<file path="config.mk">
export PLATFORM = sky130hd
export DESIGN_NAME = cpu_top
export DESIGN_NICKNAME = d
export VERILOG_FILES = /design/src/rtl/cpu_pkg.sv /design/src/rtl/cpu_alu.sv /design/src/rtl/cpu_control.sv /design/src/rtl/cpu_regs.sv /design/src/rtl/cpu_top.sv
export VERILOG_INCLUDE_DIRS = /design/src /design/src/rtl
export SDC_FILE = /design/constraint.sdc
export NUM_CORES = 1
export LEC_CHECK = 0
export ABC_AREA = 0
export BUFFER_PORTS_ARGS = -buffer_cell sky130_fd_sc_hd__buf_2
export CORE_ASPECT_RATIO = 0.5
export CORE_MARGIN = 2
export CORE_UTILIZATION = 40
export DETAILED_ROUTE_END_ITERATION = 7
export PLACE_DENSITY_LB_ADDON = 0.1
export SLEW_MARGIN = 20
export SYNTH_ARGS = -nofsm -noshare
export SYNTH_HDL_FRONTEND = slang
export SYNTH_SLANG_ARGS = --single-unit
</file>
<file path="constraint.sdc">
create_clock -name clk -period 9.25 [get_ports clk]
set_input_delay 0.925 -clock clk [delete_from_list [all_inputs] [get_ports clk]]
set_output_delay 0.925 -clock clk [all_outputs]
set_load 0.01 [all_outputs]
</file>
<file path="src/rtl/cpu_macros.svh">
`ifndef CPU_MACROS_SVH
`define CPU_MACROS_SVH

// datapath widths
`define CPU_DATA_W 8
`define CPU_ADDR_W 16
`define CPU_FLAG_W 4
`define CPU_OP_W   4
`define CPU_REG_W  2

`define CPU_RESET_IP 16'h0000 // first fetch address

// stored flag bit positions
`define FLAG_Z 0
`define FLAG_C 1 // set = carry out, on sub set = no borrow
`define FLAG_N 2
`define FLAG_V 3

// instruction fields
`define IR_OP_HI      6
`define IR_OP_LO      3
`define IR_DST_BIT    2 // alu: 0 = result to a, 1 = result to dd
`define IR_INV_BIT    2 // jc: invert tested flag
`define IR_ALWAYS_BIT 3 // 1 = jmp, 0 = jc
`define IR_ST_SRC     0 // st: 0 = a, 1 = b

// class codes on ir[7:4], jumps on ir[7:6]
`define OPC_LD  4'b1000
`define OPC_ST  4'b1001
`define OPC_LDI 4'b1010
`define OPC_JMP 2'b11

// alu operation codes, ir[6:3]
`define ALU_ADD  4'h0
`define ALU_ADC  4'h1
`define ALU_SUB  4'h2
`define ALU_SBC  4'h3
`define ALU_AND  4'h4
`define ALU_OR   4'h5
`define ALU_XOR  4'h6
`define ALU_PASS 4'h7 // returns y
`define ALU_NOT  4'h8
`define ALU_SHL  4'h9
`define ALU_SHR  4'hA
`define ALU_ROL  4'hB
`define ALU_ROR  4'hC
`define ALU_INC  4'hD
`define ALU_DEC  4'hE
`define ALU_CMP  4'hF // flags only

// register codes dd
`define REG_A  2'b00
`define REG_B  2'b01
`define REG_PL 2'b10
`define REG_PH 2'b11

`endif

</file>
<file path="src/rtl/cpu_pkg.sv">
`include "cpu_macros.svh"

package cpu_pkg;

    // data byte on the bus and in every register
    typedef logic [`CPU_DATA_W-1:0] byte_t;

    // memory address, ip and the ph:pl pointer
    typedef logic [`CPU_ADDR_W-1:0] addr_t;

    // stored flags
    // bit 0 zero
    // bit 1 carry
    // bit 2 negative
    // bit 3 overflow
    typedef logic [`CPU_FLAG_W-1:0] flags_t;

    typedef logic [`CPU_OP_W-1:0] alu_op_t; // from ir[6:3]

    typedef logic [`CPU_REG_W-1:0] reg_sel_t; // dd field

    // two-cycle sequencer
    // fetch loads ir and bumps ip
    // exec runs the decoded instruction
    typedef enum logic {
        FETCH = 1'b0,
        EXEC  = 1'b1
    } seq_state_t;

endpackage

</file>
<file path="src/rtl/cpu_alu.sv">
`include "cpu_macros.svh"

module cpu_alu (
    input  cpu_pkg::alu_op_t op,
    input  cpu_pkg::byte_t   x,
    input  cpu_pkg::byte_t   y,
    input  logic             carry_in,
    output cpu_pkg::byte_t   result,
    output cpu_pkg::flags_t  flags_next
);

    cpu_pkg::byte_t       add_b;   // second adder input
    logic                 add_c;   // adder carry in
    logic [`CPU_DATA_W:0] sum;     // carry out in the top bit
    logic                 arith;   // op uses the adder
    logic                 carry;
    logic                 add_ovf;

    // one adder, sub is x + ~y + 1
    always_comb begin
        add_b = y;
        add_c = 1'b0;
        case (op)
            `ALU_ADC:           add_c = carry_in;
            `ALU_SUB, `ALU_CMP: begin
                add_b = ~y;
                add_c = 1'b1;
            end
            `ALU_SBC: begin
                add_b = ~y;
                add_c = carry_in; // carry clear = borrow pending
            end
            `ALU_INC: begin
                add_b = '0;
                add_c = 1'b1;
            end
            `ALU_DEC:           add_b = '1;
            default:            add_c = 1'b0;
        endcase
    end

    assign sum = {1'b0, x} + {1'b0, add_b} + {{`CPU_DATA_W{1'b0}}, add_c};

    // same-sign inputs, result sign flipped
    assign add_ovf = (x[7] == add_b[7]) & (sum[7] != x[7]);

    always_comb begin
        result = sum[`CPU_DATA_W-1:0];
        carry  = carry_in; // logic ops keep carry
        arith  = 1'b0;
        case (op)
            `ALU_AND:  result = x & y;
            `ALU_OR:   result = x | y;
            `ALU_XOR:  result = x ^ y;
            `ALU_PASS: result = y;
            `ALU_NOT:  result = ~x;
            `ALU_SHL: begin
                result = {x[6:0], 1'b0};
                carry  = x[7];
            end
            `ALU_SHR: begin
                result = {1'b0, x[7:1]};
                carry  = x[0];
            end
            `ALU_ROL: begin
                result = {x[6:0], x[7]};
                carry  = x[7];
            end
            `ALU_ROR: begin
                result = {x[0], x[7:1]};
                carry  = x[0];
            end
            default: begin // add, adc, sub, sbc, inc, dec, cmp
                carry = sum[`CPU_DATA_W];
                arith = 1'b1;
            end
        endcase
    end

    assign flags_next[`FLAG_Z] = (result == '0);
    assign flags_next[`FLAG_C] = carry;
    assign flags_next[`FLAG_N] = result[7];
    assign flags_next[`FLAG_V] = arith & add_ovf;

endmodule

</file>
<file path="src/rtl/cpu_control.sv">
`include "cpu_macros.svh"

module cpu_control (
    input  logic              clk,
    input  logic              rst,
    input  cpu_pkg::byte_t    ir,
    input  cpu_pkg::flags_t   flags,
    output logic              ir_we,     // latch rdata into ir
    output logic              ip_inc,
    output logic              addr_dp,   // bus address from ph:pl instead of ip
    output logic [3:0]        reg_we,    // one-hot, bit n = register code n
    output logic              load_sel,  // 1 = rdata, 0 = alu result
    output logic              store_sel, // 1 = b, 0 = a
    output logic              flags_we,
    output logic              swap_p,    // exchange ip and ph:pl
    output logic              mem_we,
    output cpu_pkg::alu_op_t  alu_op,
    output logic              op_swap,   // alu operands exchanged
    output cpu_pkg::reg_sel_t y_sel
);

    // opcode map
    // 0oooo0dd  alu  a  <- op(a, dd)
    // 0oooo1dd  alu  dd <- op(dd, a)
    // 1000__dd  ld   dd <- [dp]
    // 1001___s  st   s -> [dp]
    // 1010__dd  ldi  dd <- [ip++]
    // 11000cff  jc   swap ip, dp if flag ff xor c
    // 11001___  jmp  swap ip, dp

    cpu_pkg::seq_state_t state;

    logic       exec;
    logic       is_alu;
    logic       is_ld;
    logic       is_st;
    logic       is_ldi;
    logic       is_jmp;
    logic       is_cmp;
    logic       cond;       // jump condition
    logic [3:0] dst_onehot; // dd decoded
    logic [3:0] alu_dst;

    // strict fetch/exec alternation, no waits
    always_ff @(posedge clk or negedge rst) begin
        if (!rst) begin
            state <= cpu_pkg::FETCH;
        end else if (state == cpu_pkg::FETCH) begin
            state <= cpu_pkg::EXEC;
        end else begin
            state <= cpu_pkg::FETCH;
        end
    end

    assign exec = (state == cpu_pkg::EXEC);

    // instruction classes
    assign is_alu = ~ir[7];
    assign is_ld  = (ir[7:4] == `OPC_LD);
    assign is_st  = (ir[7:4] == `OPC_ST);
    assign is_ldi = (ir[7:4] == `OPC_LDI);
    assign is_jmp = (ir[7:6] == `OPC_JMP);
    assign is_cmp = (alu_op == `ALU_CMP);

    // flag picked by ff, polarity by c, bit 3 forces the jump
    assign cond = (ir[`IR_INV_BIT] ^ flags[ir[1:0]]) | ir[`IR_ALWAYS_BIT];

    assign dst_onehot = 4'b0001 << ir[1:0];

    // alu result goes to a unless the dst bit is set
    assign alu_dst = ir[`IR_DST_BIT] ? dst_onehot : 4'b0001;

    always_comb begin
        reg_we = 4'b0000;
        if (exec) begin
            if (is_ld || is_ldi) begin
                reg_we = dst_onehot;
            end else if (is_alu && !is_cmp) begin
                reg_we = alu_dst; // cmp writes flags only
            end
        end
    end

    // fetch strobes
    assign ir_we  = ~exec;
    assign ip_inc = ~exec | (exec & is_ldi); // ldi consumes its immediate

    // exec strobes
    assign addr_dp  = exec & (is_ld | is_st);
    assign mem_we   = exec & is_st;
    assign flags_we = exec & is_alu;
    assign swap_p   = exec & is_jmp & cond;

    // selects straight from ir, only meaningful with a strobe
    assign load_sel  = is_ld | is_ldi;
    assign store_sel = ir[`IR_ST_SRC];
    assign alu_op    = ir[`IR_OP_HI:`IR_OP_LO];
    assign op_swap   = ir[`IR_DST_BIT];
    assign y_sel     = ir[1:0];

endmodule

</file>
<file path="src/rtl/cpu_regs.sv">
`include "cpu_macros.svh"

module cpu_regs (
    input  logic              clk,
    input  logic              rst,
    input  cpu_pkg::byte_t    rdata,
    input  cpu_pkg::byte_t    result,
    input  cpu_pkg::flags_t   flags_next,
    input  logic              ir_we,
    input  logic              ip_inc,
    input  logic              addr_dp,
    input  logic [3:0]        reg_we,
    input  logic              load_sel,
    input  logic              store_sel,
    input  logic              flags_we,
    input  logic              swap_p,
    input  logic              op_swap,
    input  cpu_pkg::reg_sel_t y_sel,
    output cpu_pkg::byte_t    ir,
    output cpu_pkg::flags_t   flags,
    output cpu_pkg::addr_t    addr,
    output cpu_pkg::byte_t    wdata,
    output cpu_pkg::byte_t    x,
    output cpu_pkg::byte_t    y,
    output logic              carry_in
);

    cpu_pkg::byte_t a_q;
    cpu_pkg::byte_t b_q;
    cpu_pkg::byte_t pl_q;
    cpu_pkg::byte_t ph_q;
    cpu_pkg::addr_t ip;
    cpu_pkg::addr_t dp;      // ph:pl
    cpu_pkg::byte_t ld_data; // register write data
    cpu_pkg::byte_t sel_val; // register picked by dd, code 00 reads zero

    assign dp = {ph_q, pl_q};

    // sequencing state
    always_ff @(posedge clk or negedge rst) begin
        if (!rst) begin
            ip    <= `CPU_RESET_IP;
            ir    <= '0;
            flags <= '0;
        end else begin
            if (ir_we) begin
                ir <= rdata;
            end
            if (flags_we) begin
                flags <= flags_next;
            end
            if (swap_p) begin
                ip <= dp; // jump target
            end else if (ip_inc) begin
                ip <= ip + cpu_pkg::addr_t'(1);
            end
        end
    end

    assign ld_data = load_sel ? rdata : result;

    // working registers
    always_ff @(posedge clk) begin
        if (reg_we[`REG_A]) begin
            a_q <= ld_data;
        end
        if (reg_we[`REG_B]) begin
            b_q <= ld_data;
        end
        if (swap_p) begin
            {ph_q, pl_q} <= ip; // return address, already past the jump
        end else begin
            if (reg_we[`REG_PL]) pl_q <= ld_data;
            if (reg_we[`REG_PH]) ph_q <= ld_data;
        end
    end

    always_comb begin
        case (y_sel)
            `REG_A:  sel_val = '0;
            `REG_B:  sel_val = b_q;
            `REG_PL: sel_val = pl_q;
            default: sel_val = ph_q;
        endcase
    end

    // swapped form computes op(dd, a)
    assign x = op_swap ? sel_val : a_q;
    assign y = op_swap ? a_q : sel_val;

    assign carry_in = flags[`FLAG_C];

    assign addr  = addr_dp ? dp : ip;
    assign wdata = store_sel ? b_q : a_q;

endmodule

</file>
<file path="src/rtl/cpu_top.sv">
module cpu_top (
    input  logic           clk,
    input  logic           rst,
    input  cpu_pkg::byte_t rdata,  // combinational memory read
    output cpu_pkg::addr_t addr,
    output cpu_pkg::byte_t wdata,
    output logic           mem_we  // write at the closing rising edge
);

    // control to registers
    logic              ir_we;
    logic              ip_inc;
    logic              addr_dp;
    logic [3:0]        reg_we;
    logic              load_sel;
    logic              store_sel;
    logic              flags_we;
    logic              swap_p;
    logic              op_swap;
    cpu_pkg::reg_sel_t y_sel;
    cpu_pkg::alu_op_t  alu_op;   // straight to the alu

    // registers back to control
    cpu_pkg::byte_t    ir;
    cpu_pkg::flags_t   flags;

    // alu operands and results
    cpu_pkg::byte_t    x;
    cpu_pkg::byte_t    y;
    logic              carry_in;
    cpu_pkg::byte_t    result;
    cpu_pkg::flags_t   flags_next;

    cpu_control ctrl0 (
        .clk, .rst, .ir, .flags,
        .ir_we, .ip_inc, .addr_dp, .reg_we, .load_sel, .store_sel,
        .flags_we, .swap_p, .mem_we, .alu_op, .op_swap, .y_sel
    );

    cpu_regs regs0 (
        .clk, .rst, .rdata, .result, .flags_next,
        .ir_we, .ip_inc, .addr_dp, .reg_we, .load_sel, .store_sel,
        .flags_we, .swap_p, .op_swap, .y_sel,
        .ir, .flags, .addr, .wdata, .x, .y, .carry_in
    );

    cpu_alu alu0 (
        .op         (alu_op),
        .x          (x),
        .y          (y),
        .carry_in   (carry_in),
        .result     (result),
        .flags_next (flags_next)
    );

endmodule

</file>
==> results of run 1 <==
## critical path, stage by stage, from the launching register on
cell      delay [ns]
dfrtp_1         0.95
mux2_2          0.44
a221oi_1        0.45
inv_1           0.19
mux2i_1         0.19
o22ai_1         0.10
a21oi_1         0.26
ha_1            0.28
a21oi_1         0.19
o211ai_1        0.16
o41ai_1         0.48
xnor2_1         0.13
a211oi_1        0.58
a211oi_1        0.25
a21o_1          0.21
## power by group through the flow
stage                     clock network, W  registers, W  logic (W)
after floorplan                          0      0.000351   0.000202
after global placement                   0      0.000366   0.000273
after detailed placement                 0      0.000366   0.000273
after CTS                         0.000346      0.000361   0.000276
after global routing              0.000362      0.000367   0.000305
final                             0.000341      0.000362   0.000276
## logic make-up after synthesis
logic type | after synthesis | synth area share, %
AO/OA/AOI/OAI | 173 | 23.2
AND/OR/NAND/NOR | 168 | 16.6
buffers and inverters | 67 | 5.32
flip-flops | 61 | 33.2
multiplexers | 56 | 12.3
adder cells (fa/ha/maj) | 26 | 6.70
XOR/XNOR | 15 | 2.59
## area by class of cell
| type | instances | area [sq um] |
|---|---|---|
| clock buffer | 11 | 243 |
| clock inverter | 5 | 60.1 |
| fill | 1286 | 6830 |
| inverter | 26 | 98.8 |
| multi-input combinational | 438 | 3130 |
| sequential | 61 | 1690 |
| tap | 170 | 213 |
| timing repair buffer | 46 | 260 |
## per-stage QoR
| step | setup WS, ns | instances |
|---|---|---|
| after floorplan | 5.27 | 566 |
| after global placement | 4.32 | 741 |
| after detailed placement | 4.24 | 741 |
| after CTS | 4.20 | 757 |
| after global routing | 3.68 | 757 |
| final | 4.15 | 757 |
## cells in the mapped netlist, drive strengths merged, types with 14 or more instances
| cell type | n |
|---|---|
| nand2 | 61 |
| o21ai | 39 |
| mux2 | 38 |
| edfxtp | 32 |
| clkbuf | 30 |
| dfrtp | 29 |
| nor2 | 28 |
| a21oi | 27 |
| inv | 25 |
| ha | 24 |
| o22ai | 18 |
| mux2i | 17 |
| nand2b | 16 |
| nand3 | 14 |
## worst paths after layout
path                                start              to  slack [ns]  cells after the start
min reg2reg                regs0.flags[2]  regs0.flags[2]        0.49                      2
min                        regs0.flags[2]  regs0.flags[2]        0.49                      2
max                           regs0.ir[1]   regs0.ph_q[7]        4.15                     14
min in group asynchronous             rst     regs0.ir[5]        0.68                      1
max in group asynchronous             rst     regs0.ip[1]        8.06                      1
max reg2reg                   regs0.ir[1]   regs0.ph_q[7]        4.15                     14
## registers in the layout, indices dropped and copies added (netlist names)
register,flops
regs0.flags,4
regs0.ir,8
ctrl0.exec,1
regs0.pl_q,8
regs0.a_q,8
regs0.b_q,8
regs0.ip,16
regs0.ph_q,8
## per-layer routing
| layer | vias up | wire (um) | GRT usage [%] |
|---|---|---|---|
| li1 | 2142 | - | - |
| met1 | 2180 | 7970 | 35.0 |
| met2 | 144 | 6480 | 34.6 |
| met3 | 12 | 826 | 4.92 |
| met4 | 0 | 86 | 3.14 |
| met5 | - | 0 | 0 |
==> qor.csv, run 1 <==
stage,metric,value,unit
power_and_ir_drop,power.density,172,nW/um^2
timing,finalSetupViolations,0,
worst_setup_path,critPathRequiredTime,9.33,ns
timing,finalHoldViolations,0,
layout,drive_above_1_share,18.1,%
power_and_ir_drop,total_power,0.000979,W
floorplan,core_area,12500,sq um
clock_tree,holdBufCountCts,0,
floorplan,dieArea,13700,sq um
synthesis,synth_nets,602,
detailed_routing,vias,4478,
timing,worstMarginPinSlew,0.936,ns
detailed_routing,drc,0,
power_and_ir_drop,leakagePower,2.29,nW
clock_tree,cts_tree,done,
synthesis,synth-seq-area-share,33.2,%
timing,fin_worst_skew,0.00640,ns
synthesis,async_reset_ff_share,47.5,%
power_and_ir_drop,swShare,32.8,%
timing,fin_crit,5.10,ns
synthesis,yosys.area.top_type,edfxtp_1,
clock_tree,post_cts_buffers,0,
synthesis,synth_area,5080,sq um
timing,max_freq,196,MHz
global_route,track_usage,23.2,%
synthesis,avgSynthCellArea,8.97,sq um
power_and_ir_drop,p_comb_share,28.2,%
power_and_ir_drop,power.clock.fraction,34.8,%
place,dp.final_hpwl,11.0,mm
global_route,grt-ovfl-total,0,
flow_run,maxCapViolations,0,
worst_setup_path,startpoint_type,flip-flop,
floorplan,rows,29,
clock_tree,ctsResizeCount,0,
timing,holdWs,0.487,ns
floorplan,start_util,40.5,%
layout,insertedDiodeCount,0,
layout,final_common_cell,nand2_1,
global_route,grt_pass1_vias,4145,
clock_tree,clk_pin_slew,0.05,ns
detailed_routing,firstDrtPassIters,5,
worst_setup_path,cp_max_fo,25,
detailed_routing,detail_route.wl_per_cell,20.3,um
floorplan,ios,35,
synthesis,synthFlopType,edfxtp_1,
timing,rsz0062_at_grt,false,
clock_tree,htree_levels,3,
detailed_routing,first_iter_violations,370,
timing,period_share,55.1,%
global_route,grt_max_degree,53,
timing,relSlewSlack,37.6,%
layout,stdcell_area,5690,sq um
synthesis,synth_edf_count,32,
synthesis,synth_area_leaders,"edfxtp_1 19%, dfrtp_1 14%, mux2_2 8.0%, ha_1 5.9%, nand2_1 4.5%",
synthesis,yosysUniqueCellTypes,66,
detailed_routing,drtAntennaViolNets,0,
power_and_ir_drop,p_switching,0.000321,W
global_route,grt_pass1_wl,24.2,mm
layout,layout.nets,618,
floorplan,die_w,163,um
place,io_buffers,34,
worst_hold_path,min_path_type,reg -> reg,
synthesis,synth_top_area_share,18.9,%
layout,utilization,45.5,%
detailed_routing,routed_via_density,5.92,
power_and_ir_drop,irDropWorstVdd,0.000103,V
layout,layout_common_cells,"61 x nand2_1, 39 x o21ai_0, 36 x mux2_2",
timing,slew_violations,0,
timing,tns,0,ns
synthesis,ys_ff_latch,61,
synthesis,ys_warn_count,0,
place,gp_congestion,0.844,
global_route,antenna_found_initial,0,
worst_setup_path,worstPathArrival,5.18,ns
worst_setup_path,path_class,reg -> reg,
clock_tree,cts.sinks,61,
status,outcome,finished clean,
worst_setup_path,end_kind,flip-flop,
detailed_routing,drt_wl_total,15.4,mm
clock_tree,clock_path_buffers,2,
place,place_area,5390,sq um
floorplan,die_y,83.7,um
synthesis,postSynthCellCount,566,
clock_tree,root_buffer,clkbuf_16,
power_and_ir_drop,p_int,0.000658,W
clock_tree,insertion_delay,0.33,ns
layout,syn_to_final_growth,12.1,%
power_and_ir_drop,p_seq_share,37.0,%
clock_tree,cts_inserted_buffers,9,
Note: power is estimated with default switching activity, not from simulation.
==> run 2, diff against run 1 <==
==> constraint.sdc (replaced) <==
create_clock -name clk -period 4.3 [get_ports clk]
set_input_delay 0.43 -clock clk [delete_from_list [all_inputs] [get_ports clk]]
set_output_delay 0.43 -clock clk [all_outputs]
set_load 0.01 [all_outputs]
==> qor.csv, run 2 (same netlist as run 1, synthesis figures left out) <==
stage,metric,value,unit,change
detailed_routing,first_iter_violations,362,,-2.2%
place,dp.final_hpwl,11.8,mm,+7.5%
status,outcome,finished clean,,
clock_tree,post_cts_buffers,0,,unchanged
layout,instances_no_fill,773,,+2.1%
detailed_routing,drc,0,,unchanged
worst_setup_path,startpoint_type,flip-flop,,
place,io_buffers,34,,unchanged
floorplan,core_area,12500,sq um,unchanged
power_and_ir_drop,p_int,0.00141,W,+110%
place,gp_congestion,0.839,,-0.53%
power_and_ir_drop,power.density,360,nW/um^2,+110%
floorplan,dieArea,13700,sq um,unchanged
place,post-place-ws,0.247,ns,-4.00 ns
clock_tree,cts.sinks,61,,unchanged
detailed_routing,routed_via_density,5.84,,-1.2%
detailed_routing,drt_wl_total,15.8,mm,+2.9%
worst_setup_path,r2r-start,regs0.ir[1],,
worst_setup_path,worstPathArrival,4.02,ns,-1.16 ns
global_route,grt_pass1_wl,24.9,mm,+2.9%
worst_setup_path,cp_common_cell,buf_4,,
timing,fin_ws,0.360,ns,-3.79 ns
floorplan,start_util,40.5,%,unchanged
timing,worstMarginPinSlew,0.971,ns,+0.0351 ns
power_and_ir_drop,swShare,32.7,%,-0.039 points
power_and_ir_drop,power.clock.fraction,33.4,%,-1.4 points
flow_run,maxCapViolations,0,,unchanged
global_route,track_usage,23.8,%,+0.63 points
layout,insertedDiodeCount,0,,unchanged
clock_tree,htree_levels,3,,unchanged
timing,relSlewSlack,35.3,%,-2.3 points
global_route,grt_pass1_vias,4246,,+2.4%
worst_setup_path,path_class,reg -> reg,,
timing,max_freq,254,MHz,+29%
worst_setup_path,critPathSlowestCell,dfrtp_1,,
worst_setup_path,crit_path_start,regs0.ir[1],,
place,dp.cells,757,,+2.2%
floorplan,die_y,83.7,um,unchanged
clock_tree,root_buffer,clkbuf_16,,
detailed_routing,detail_route.wl_per_cell,20.4,um,+0.80%
layout,layout.nets,634,,+2.6%
detailed_routing,drtAntennaViolNets,0,,unchanged
clock_tree,holdBufCountCts,0,,unchanged
timing,tns,0,ns,unchanged
detailed_routing,vias,4518,,+0.89%
clock_tree,cts_inserted_buffers,9,,unchanged
layout,utilization,46.6,%,+1.1 points
layout,final_common_cell,nand2_1,,
worst_setup_path,cp_max_fo,8,,-68%
timing,rsz0062_at_grt,false,,
timing,finalHoldViolations,0,,unchanged
global_route,grt-ovfl-total,0,,unchanged
timing,period_share,91.6,%,+37 points
clock_tree,cts_tree,done,,
power_and_ir_drop,irDropWorstVdd,0.000263,V,+150%
clock_tree,clock_path_buffers,2,,unchanged
power_and_ir_drop,p_switching,0.000688,W,+110%
worst_setup_path,crit_path_cell_trace,"buf_4, mux2_4, a22o_1, o21ai_0, inv_1, mux2i_1, o22ai_1, a21oi_1, ha_1, nand3_1, o211ai_1, o41ai_2, buf_4, xnor2_1, a211oi_1, buf_4, a211oi_2, a21o_1",,
timing,fin_worst_skew,0.00770,ns,+0.00130 ns
worst_hold_path,min_path_type,in -> async,,
layout,drive_above_1_share,20.4,%,+2.3 points
timing,fin_crit,3.94,ns,-1.16 ns
floorplan,ios,35,,unchanged
clock_tree,clk_pin_slew,0.05,ns,about the same
layout,syn_to_final_growth,14.8,%,
floorplan,die_w,163,um,unchanged
global_route,grt_max_degree,38,,-28%
power_and_ir_drop,total_power,0.00210,W,+110%
clock_tree,insertion_delay,0.33,ns,about the same
layout,largest_reg_flops,16,,unchanged
global_route,antenna_found_initial,0,,unchanged
layout,regMostFlops,regs0.ip,,
timing,slew_violations,0,,unchanged
power_and_ir_drop,p_comb_share,29.4,%,+1.2 points
floorplan,rows,29,,unchanged
timing,finalSetupViolations,0,,unchanged
power_and_ir_drop,p_seq_share,37.2,%,+0.2 points
worst_setup_path,cpPeakStageDelay,0.41,ns,-0.54 ns
power_and_ir_drop,leakagePower,2.37,nW,+3.3%
layout,layout_common_cells,"61 x nand2_1, 38 x o21ai_0, 36 x mux2_2",,
detailed_routing,firstDrtPassIters,5,,unchanged
worst_setup_path,critPathRequiredTime,4.38,ns,-4.95 ns
worst_setup_path,end_kind,flip-flop,,
## run 2: changes by cell type in the layout (fill, tap and decap cells not counted), sizes merged
cell	delta
clkinv	-1
clkinvlp	+1
buf	+16
## run 2: worst paths after layout
kind                             endpoint  slack (ns)  depth (start not counted)
max                         regs0.ph_q[7]        0.36                         18
min                           regs0.ir[6]        0.19                          1
max reg2reg                 regs0.ph_q[7]        0.36                         18
max in group asynchronous     regs0.ip[2]        3.60                          1
min reg2reg                regs0.flags[0]        0.49                          2
min in group clk              regs0.ir[5]        0.36                          2
## run 2: metrics by stage
step	area (sq um)	hold slack, ns
after floorplan	5080	0.134
final	5830	0.191
after global routing	5830	0.239
after detailed placement	5520	0.472
after CTS	5810	0.216
after global placement	5520	0.465
## run 2: area by class of cell
class,count,area (sq um)
Tap cell,170,213
Timing Repair Buffer,62,393
Clock inverter,5,52.6
Inverter,26,98.8
Fill cell,1244,6690
Multi-Input combinational cell,438,3150
Clock buffer,11,233
Sequential cell,61,1690
## run 2: per-layer routing
layer | part of all wire, % | up-vias | GRT usage (%)
li1 | - | 2177 | -
met1 | 50 | 2191 | 36.8
met2 | 42 | 140 | 34.7
met3 | 6.4 | 10 | 4.47
met4 | 0.83 | 0 | 3.94
met5 | 0 | - | 0
## run 2: critical path: cells and delay by family, from the launching register on
family / cells / cell delay (ns)
compound gates: 9 / 1.59
buf+inv: 4 / 0.66
mux: 2 / 0.43
flops: 1 / 0.41
fa+ha+maj: 1 / 0.39
xor+xnor: 1 / 0.11
simple gates: 1 / 0.10
## run 2: power groups by stage
stage | clock, W | sequential (W) | combinational, W
6_report | 0.000701 | 0.000782 | 0.000617
2_1_floorplan | 0 | 0.000756 | 0.000434
3_5_place_dp | 0 | 0.000791 | 0.000606
5_1_grt | 0.000742 | 0.000795 | 0.000687
4_1_cts | 0.000713 | 0.000781 | 0.000610
3_3_place_gp | 0 | 0.000791 | 0.000604
## run 2: timing repair
item	in CTS	in global routing
gates resized for setup	0	5
endpoints found under the setup margin	0	7
endpoints found under the hold margin	0	0
==> run 3, diff against run 2 <==
--- a/config.mk
+++ b/config.mk
@@ -8,7 +8,7 @@
 export LEC_CHECK = 0
 export ABC_AREA = 0
 export BUFFER_PORTS_ARGS = -buffer_cell sky130_fd_sc_hd__buf_2
-export CORE_ASPECT_RATIO = 0.5
+export CORE_ASPECT_RATIO = 2
 export CORE_MARGIN = 2
 export CORE_UTILIZATION = 40
 export DETAILED_ROUTE_END_ITERATION = 7
@@ -16,4 +16,5 @@
 export SLEW_MARGIN = 20
 export SYNTH_ARGS = -nofsm -noshare
 export SYNTH_HDL_FRONTEND = slang
+export SYNTH_HIERARCHICAL = 1
 export SYNTH_SLANG_ARGS = --single-unit
==> qor.csv, run 3 <==
stage,metric,value,unit,change
synthesis,synth_nets,632,,+5.0%
timing,holdWs,0.152,ns,-0.0391 ns
clock_tree,clk_pin_slew,0.05,ns,about the same
timing,tns,0,ns,unchanged
global_route,antenna_found_initial,0,,unchanged
floorplan,ios,35,,unchanged
global_route,grt_max_degree,33,,-13%
detailed_routing,first_iter_violations,219,,-40%
worst_setup_path,critPathSlowestCell,dfrtp_2,,
synthesis,postSynthCellCount,596,,+5.3%
worst_setup_path,cpPeakStageDelay,0.46,ns,+0.05 ns
synthesis,synth_area_leaders,"edfxtp_1 19%, dfrtp_1 14%, mux2_2 6.4%, a21oi_1 6.3%, ha_1 5.9%",,
detailed_routing,firstDrtPassIters,5,,unchanged
synthesis,async_reset_ff_share,47.5,%,unchanged
synthesis,yosysMostFrequentCell,a21oi_1,,
worst_hold_path,min_path_type,in -> async,,
worst_setup_path,end_kind,flip-flop,,
synthesis,synth_edf_count,32,,unchanged
place,gp_congestion,0.918,,+9.4%
timing,max_freq,252,MHz,-0.84%
worst_setup_path,startpoint_type,flip-flop,,
place,io_buffers,34,,unchanged
layout,final_common_cell,a21oi_1,,
detailed_routing,drc,0,,unchanged
status,outcome,finished clean,,
global_route,grt-ovfl-total,0,,unchanged
synthesis,yosys.area.top_type,edfxtp_1,,
synthesis,synth-seq-area-share,33.3,%,+0.066 points
clock_tree,htree_levels,3,,unchanged
floorplan,dieArea,13600,sq um,-0.19%
timing,slew_violations,0,,unchanged
worst_setup_path,crit_path_cell_trace,"mux2_2, a22oi_1, mux2i_1, nor2_1, a21oi_1, o22ai_1, a21oi_1, ha_1, a21oi_1, o21ai_0, a41oi_1, buf_4, xor2_1, a32oi_1, mux2_2, nor2_1, a21oi_1",,
timing,relSlewSlack,26.9,%,-8.3 points
floorplan,die_w,83.6,um,-49%
floorplan,die_y,163,um,+95%
layout,drive_above_1_share,19.4,%,-0.98 points
worst_setup_path,cp_max_fo,8,,unchanged
clock_tree,post_cts_buffers,0,,unchanged
floorplan,core_area,12500,sq um,-0.29%
power_and_ir_drop,leakagePower,2.33,nW,-1.7%
clock_tree,root_buffer,clkbuf_16,,
clock_tree,holdBufCountCts,0,,unchanged
flow_run,maxCapViolations,0,,unchanged
floorplan,start_util,40.6,%,about the same
worst_setup_path,worstPathArrival,4.03,ns,about the same
layout,insertedDiodeCount,0,,unchanged
global_route,grt_pass1_vias,4534,,+6.8%
clock_tree,clock_path_buffers,2,,unchanged
timing,fin_worst_skew,0.00724,ns,-0.000464 ns
clock_tree,cts_inserted_buffers,9,,unchanged
detailed_routing,detail_route.wl_per_cell,20.4,um,about the same
timing,finalSetupViolations,0,,unchanged
synthesis,yosysUniqueCellTypes,68,,+3.0%
synthesis,synth_common_cells,"64 x a21oi_1, 62 x nand2_1, 49 x o21ai_0",,
worst_setup_path,critPathRequiredTime,4.36,ns,-0.02 ns
timing,worstMarginPinSlew,1.09,ns,+0.122 ns
detailed_routing,drtAntennaViolNets,0,,unchanged
timing,finalHoldViolations,0,,unchanged
layout,layout_common_cells,"64 x a21oi_1, 62 x nand2_1, 49 x o21ai_0",,
clock_tree,cts.sinks,61,,unchanged
detailed_routing,routed_via_density,5.81,,-0.58%
place,dp.final_hpwl,12.6,mm,+7.0%
synthesis,synth_top_area_share,19.0,%,+0.037 points
synthesis,ys_warn_count,6,,+6
synthesis,ys_ff_latch,61,,unchanged
detailed_routing,vias,4492,,-0.58%
global_route,grt_pass1_wl,24.5,mm,-1.5%
clock_tree,cts_tree,done,,
layout,largest_reg_flops,16,,unchanged
synthesis,synth_area,5070,sq um,-0.20%
worst_setup_path,path_class,reg -> reg,,
layout,layout.nets,654,,+3.2%
synthesis,synthFlopType,edfxtp_1,,
layout,syn_to_final_growth,11.1,%,
detailed_routing,drt_wl_total,15.8,mm,about the same
timing,period_share,92.4,%,+0.78 points
floorplan,rows,58,,+100%
clock_tree,insertion_delay,0.33,ns,about the same
timing,fin_crit,3.97,ns,+0.0335 ns
worst_setup_path,cp_common_cell,a21oi_1,,
power_and_ir_drop,irDropWorstVdd,0.000248,V,-5.6%
power_and_ir_drop,power.density,367,nW/um^2,+1.7%
timing,rsz0062_at_grt,false,,
synthesis,avgSynthCellArea,8.50,sq um,-5.2%
global_route,track_usage,23.5,%,-0.26 points
layout,regMostFlops,regs0/ip,,
## run 3: power breakdown
part           switching [W]  internal (W)  total [W]
clock               0.000238      0.000436   0.000674
combinational       0.000375      0.000243   0.000618
sequential         0.0000811      0.000692   0.000773
total               0.000694       0.00137    0.00206
## run 3: worst paths after layout
check / cells after the start / slack [ns] / start / end
worst max-delay path: 17 / 0.33 / regs0/ir[0] / regs0/ph_q[7]
max in group asynchronous: 1 / 3.63 / rst / regs0/ir[0]
min in group clk: 2 / 0.36 / rdata[2] / regs0/ir[2]
worst max register to register: 17 / 0.33 / regs0/ir[0] / regs0/ph_q[7]
worst min-delay path: 1 / 0.15 / rst / regs0/ip[11]
worst min register to register: 1 / 0.51 / regs0/flags[3] / regs0/flags[3]
## run 3: cell families after synthesis
logic type,count (synthesis),share of synthesized area [%]
compound gates,179,21.3
xor+xnor,20,3.46
fa+ha+maj,26,6.72
buf+inv,97,9.11
flops,61,33.3
mux,43,9.21
simple gates,170,16.9
## run 3: critical path, delay by kind of cell (launching register included)
kind	cells	cell delay, ns
AO/OA/AOI/OAI	9	1.22
flip-flops	1	0.46
AND/OR/NAND/NOR	2	0.36
adder cells (fa/ha/maj)	1	0.34
multiplexers	3	0.98
XOR/XNOR	1	0.14
buffers and inverters	1	0.18
## run 3: routing by layer
metal | part of all wire, % | wire (um) | GRT usage [%] | vias to the layer above
li1 | - | - | - | 2171
met1 | 34 | 5390 | 21.8 | 2128
met2 | 55 | 8650 | 44.5 | 134
met3 | 3.0 | 471 | 2.98 | 59
met4 | 8.1 | 1280 | 19.6 | 0
met5 | 0 | 0 | 0 | -
## run 3: final cells by class
type	instances	area (sq um)
clock buffer	15	278
inverter	48	180
multi-input combinational	438	2930
fill	1247	6850
tap	150	188
clock inverter	1	5.00
timing repair buffer	60	365
sequential	61	1690
## run 3: timing repair
item                                    4_1_cts  5_1_grt
gates resized for setup                       0        2
endpoints found under the hold margin         0        0
endpoints found under the setup margin        0        2
## run 3: through the flow
| step | cells | instance area (sq um) | util, % | total power [W] | setup WS (ns) |
|---|---|---|---|---|---|
| floorplan | 596 | 5070 | - | 0.00119 | 0.319 |
| global placement | 757 | 5340 | 42.8 | 0.00139 | 0.344 |
| detailed placement | 757 | 5340 | 42.8 | 0.00139 | 0.275 |
| CTS | 773 | 5630 | 45.1 | 0.00208 | 0.276 |
| global route | 773 | 5630 | 45.1 | 0.00217 | 0.0456 |
| finish | 773 | 5630 | 45.1 | 0.00206 | 0.326 |
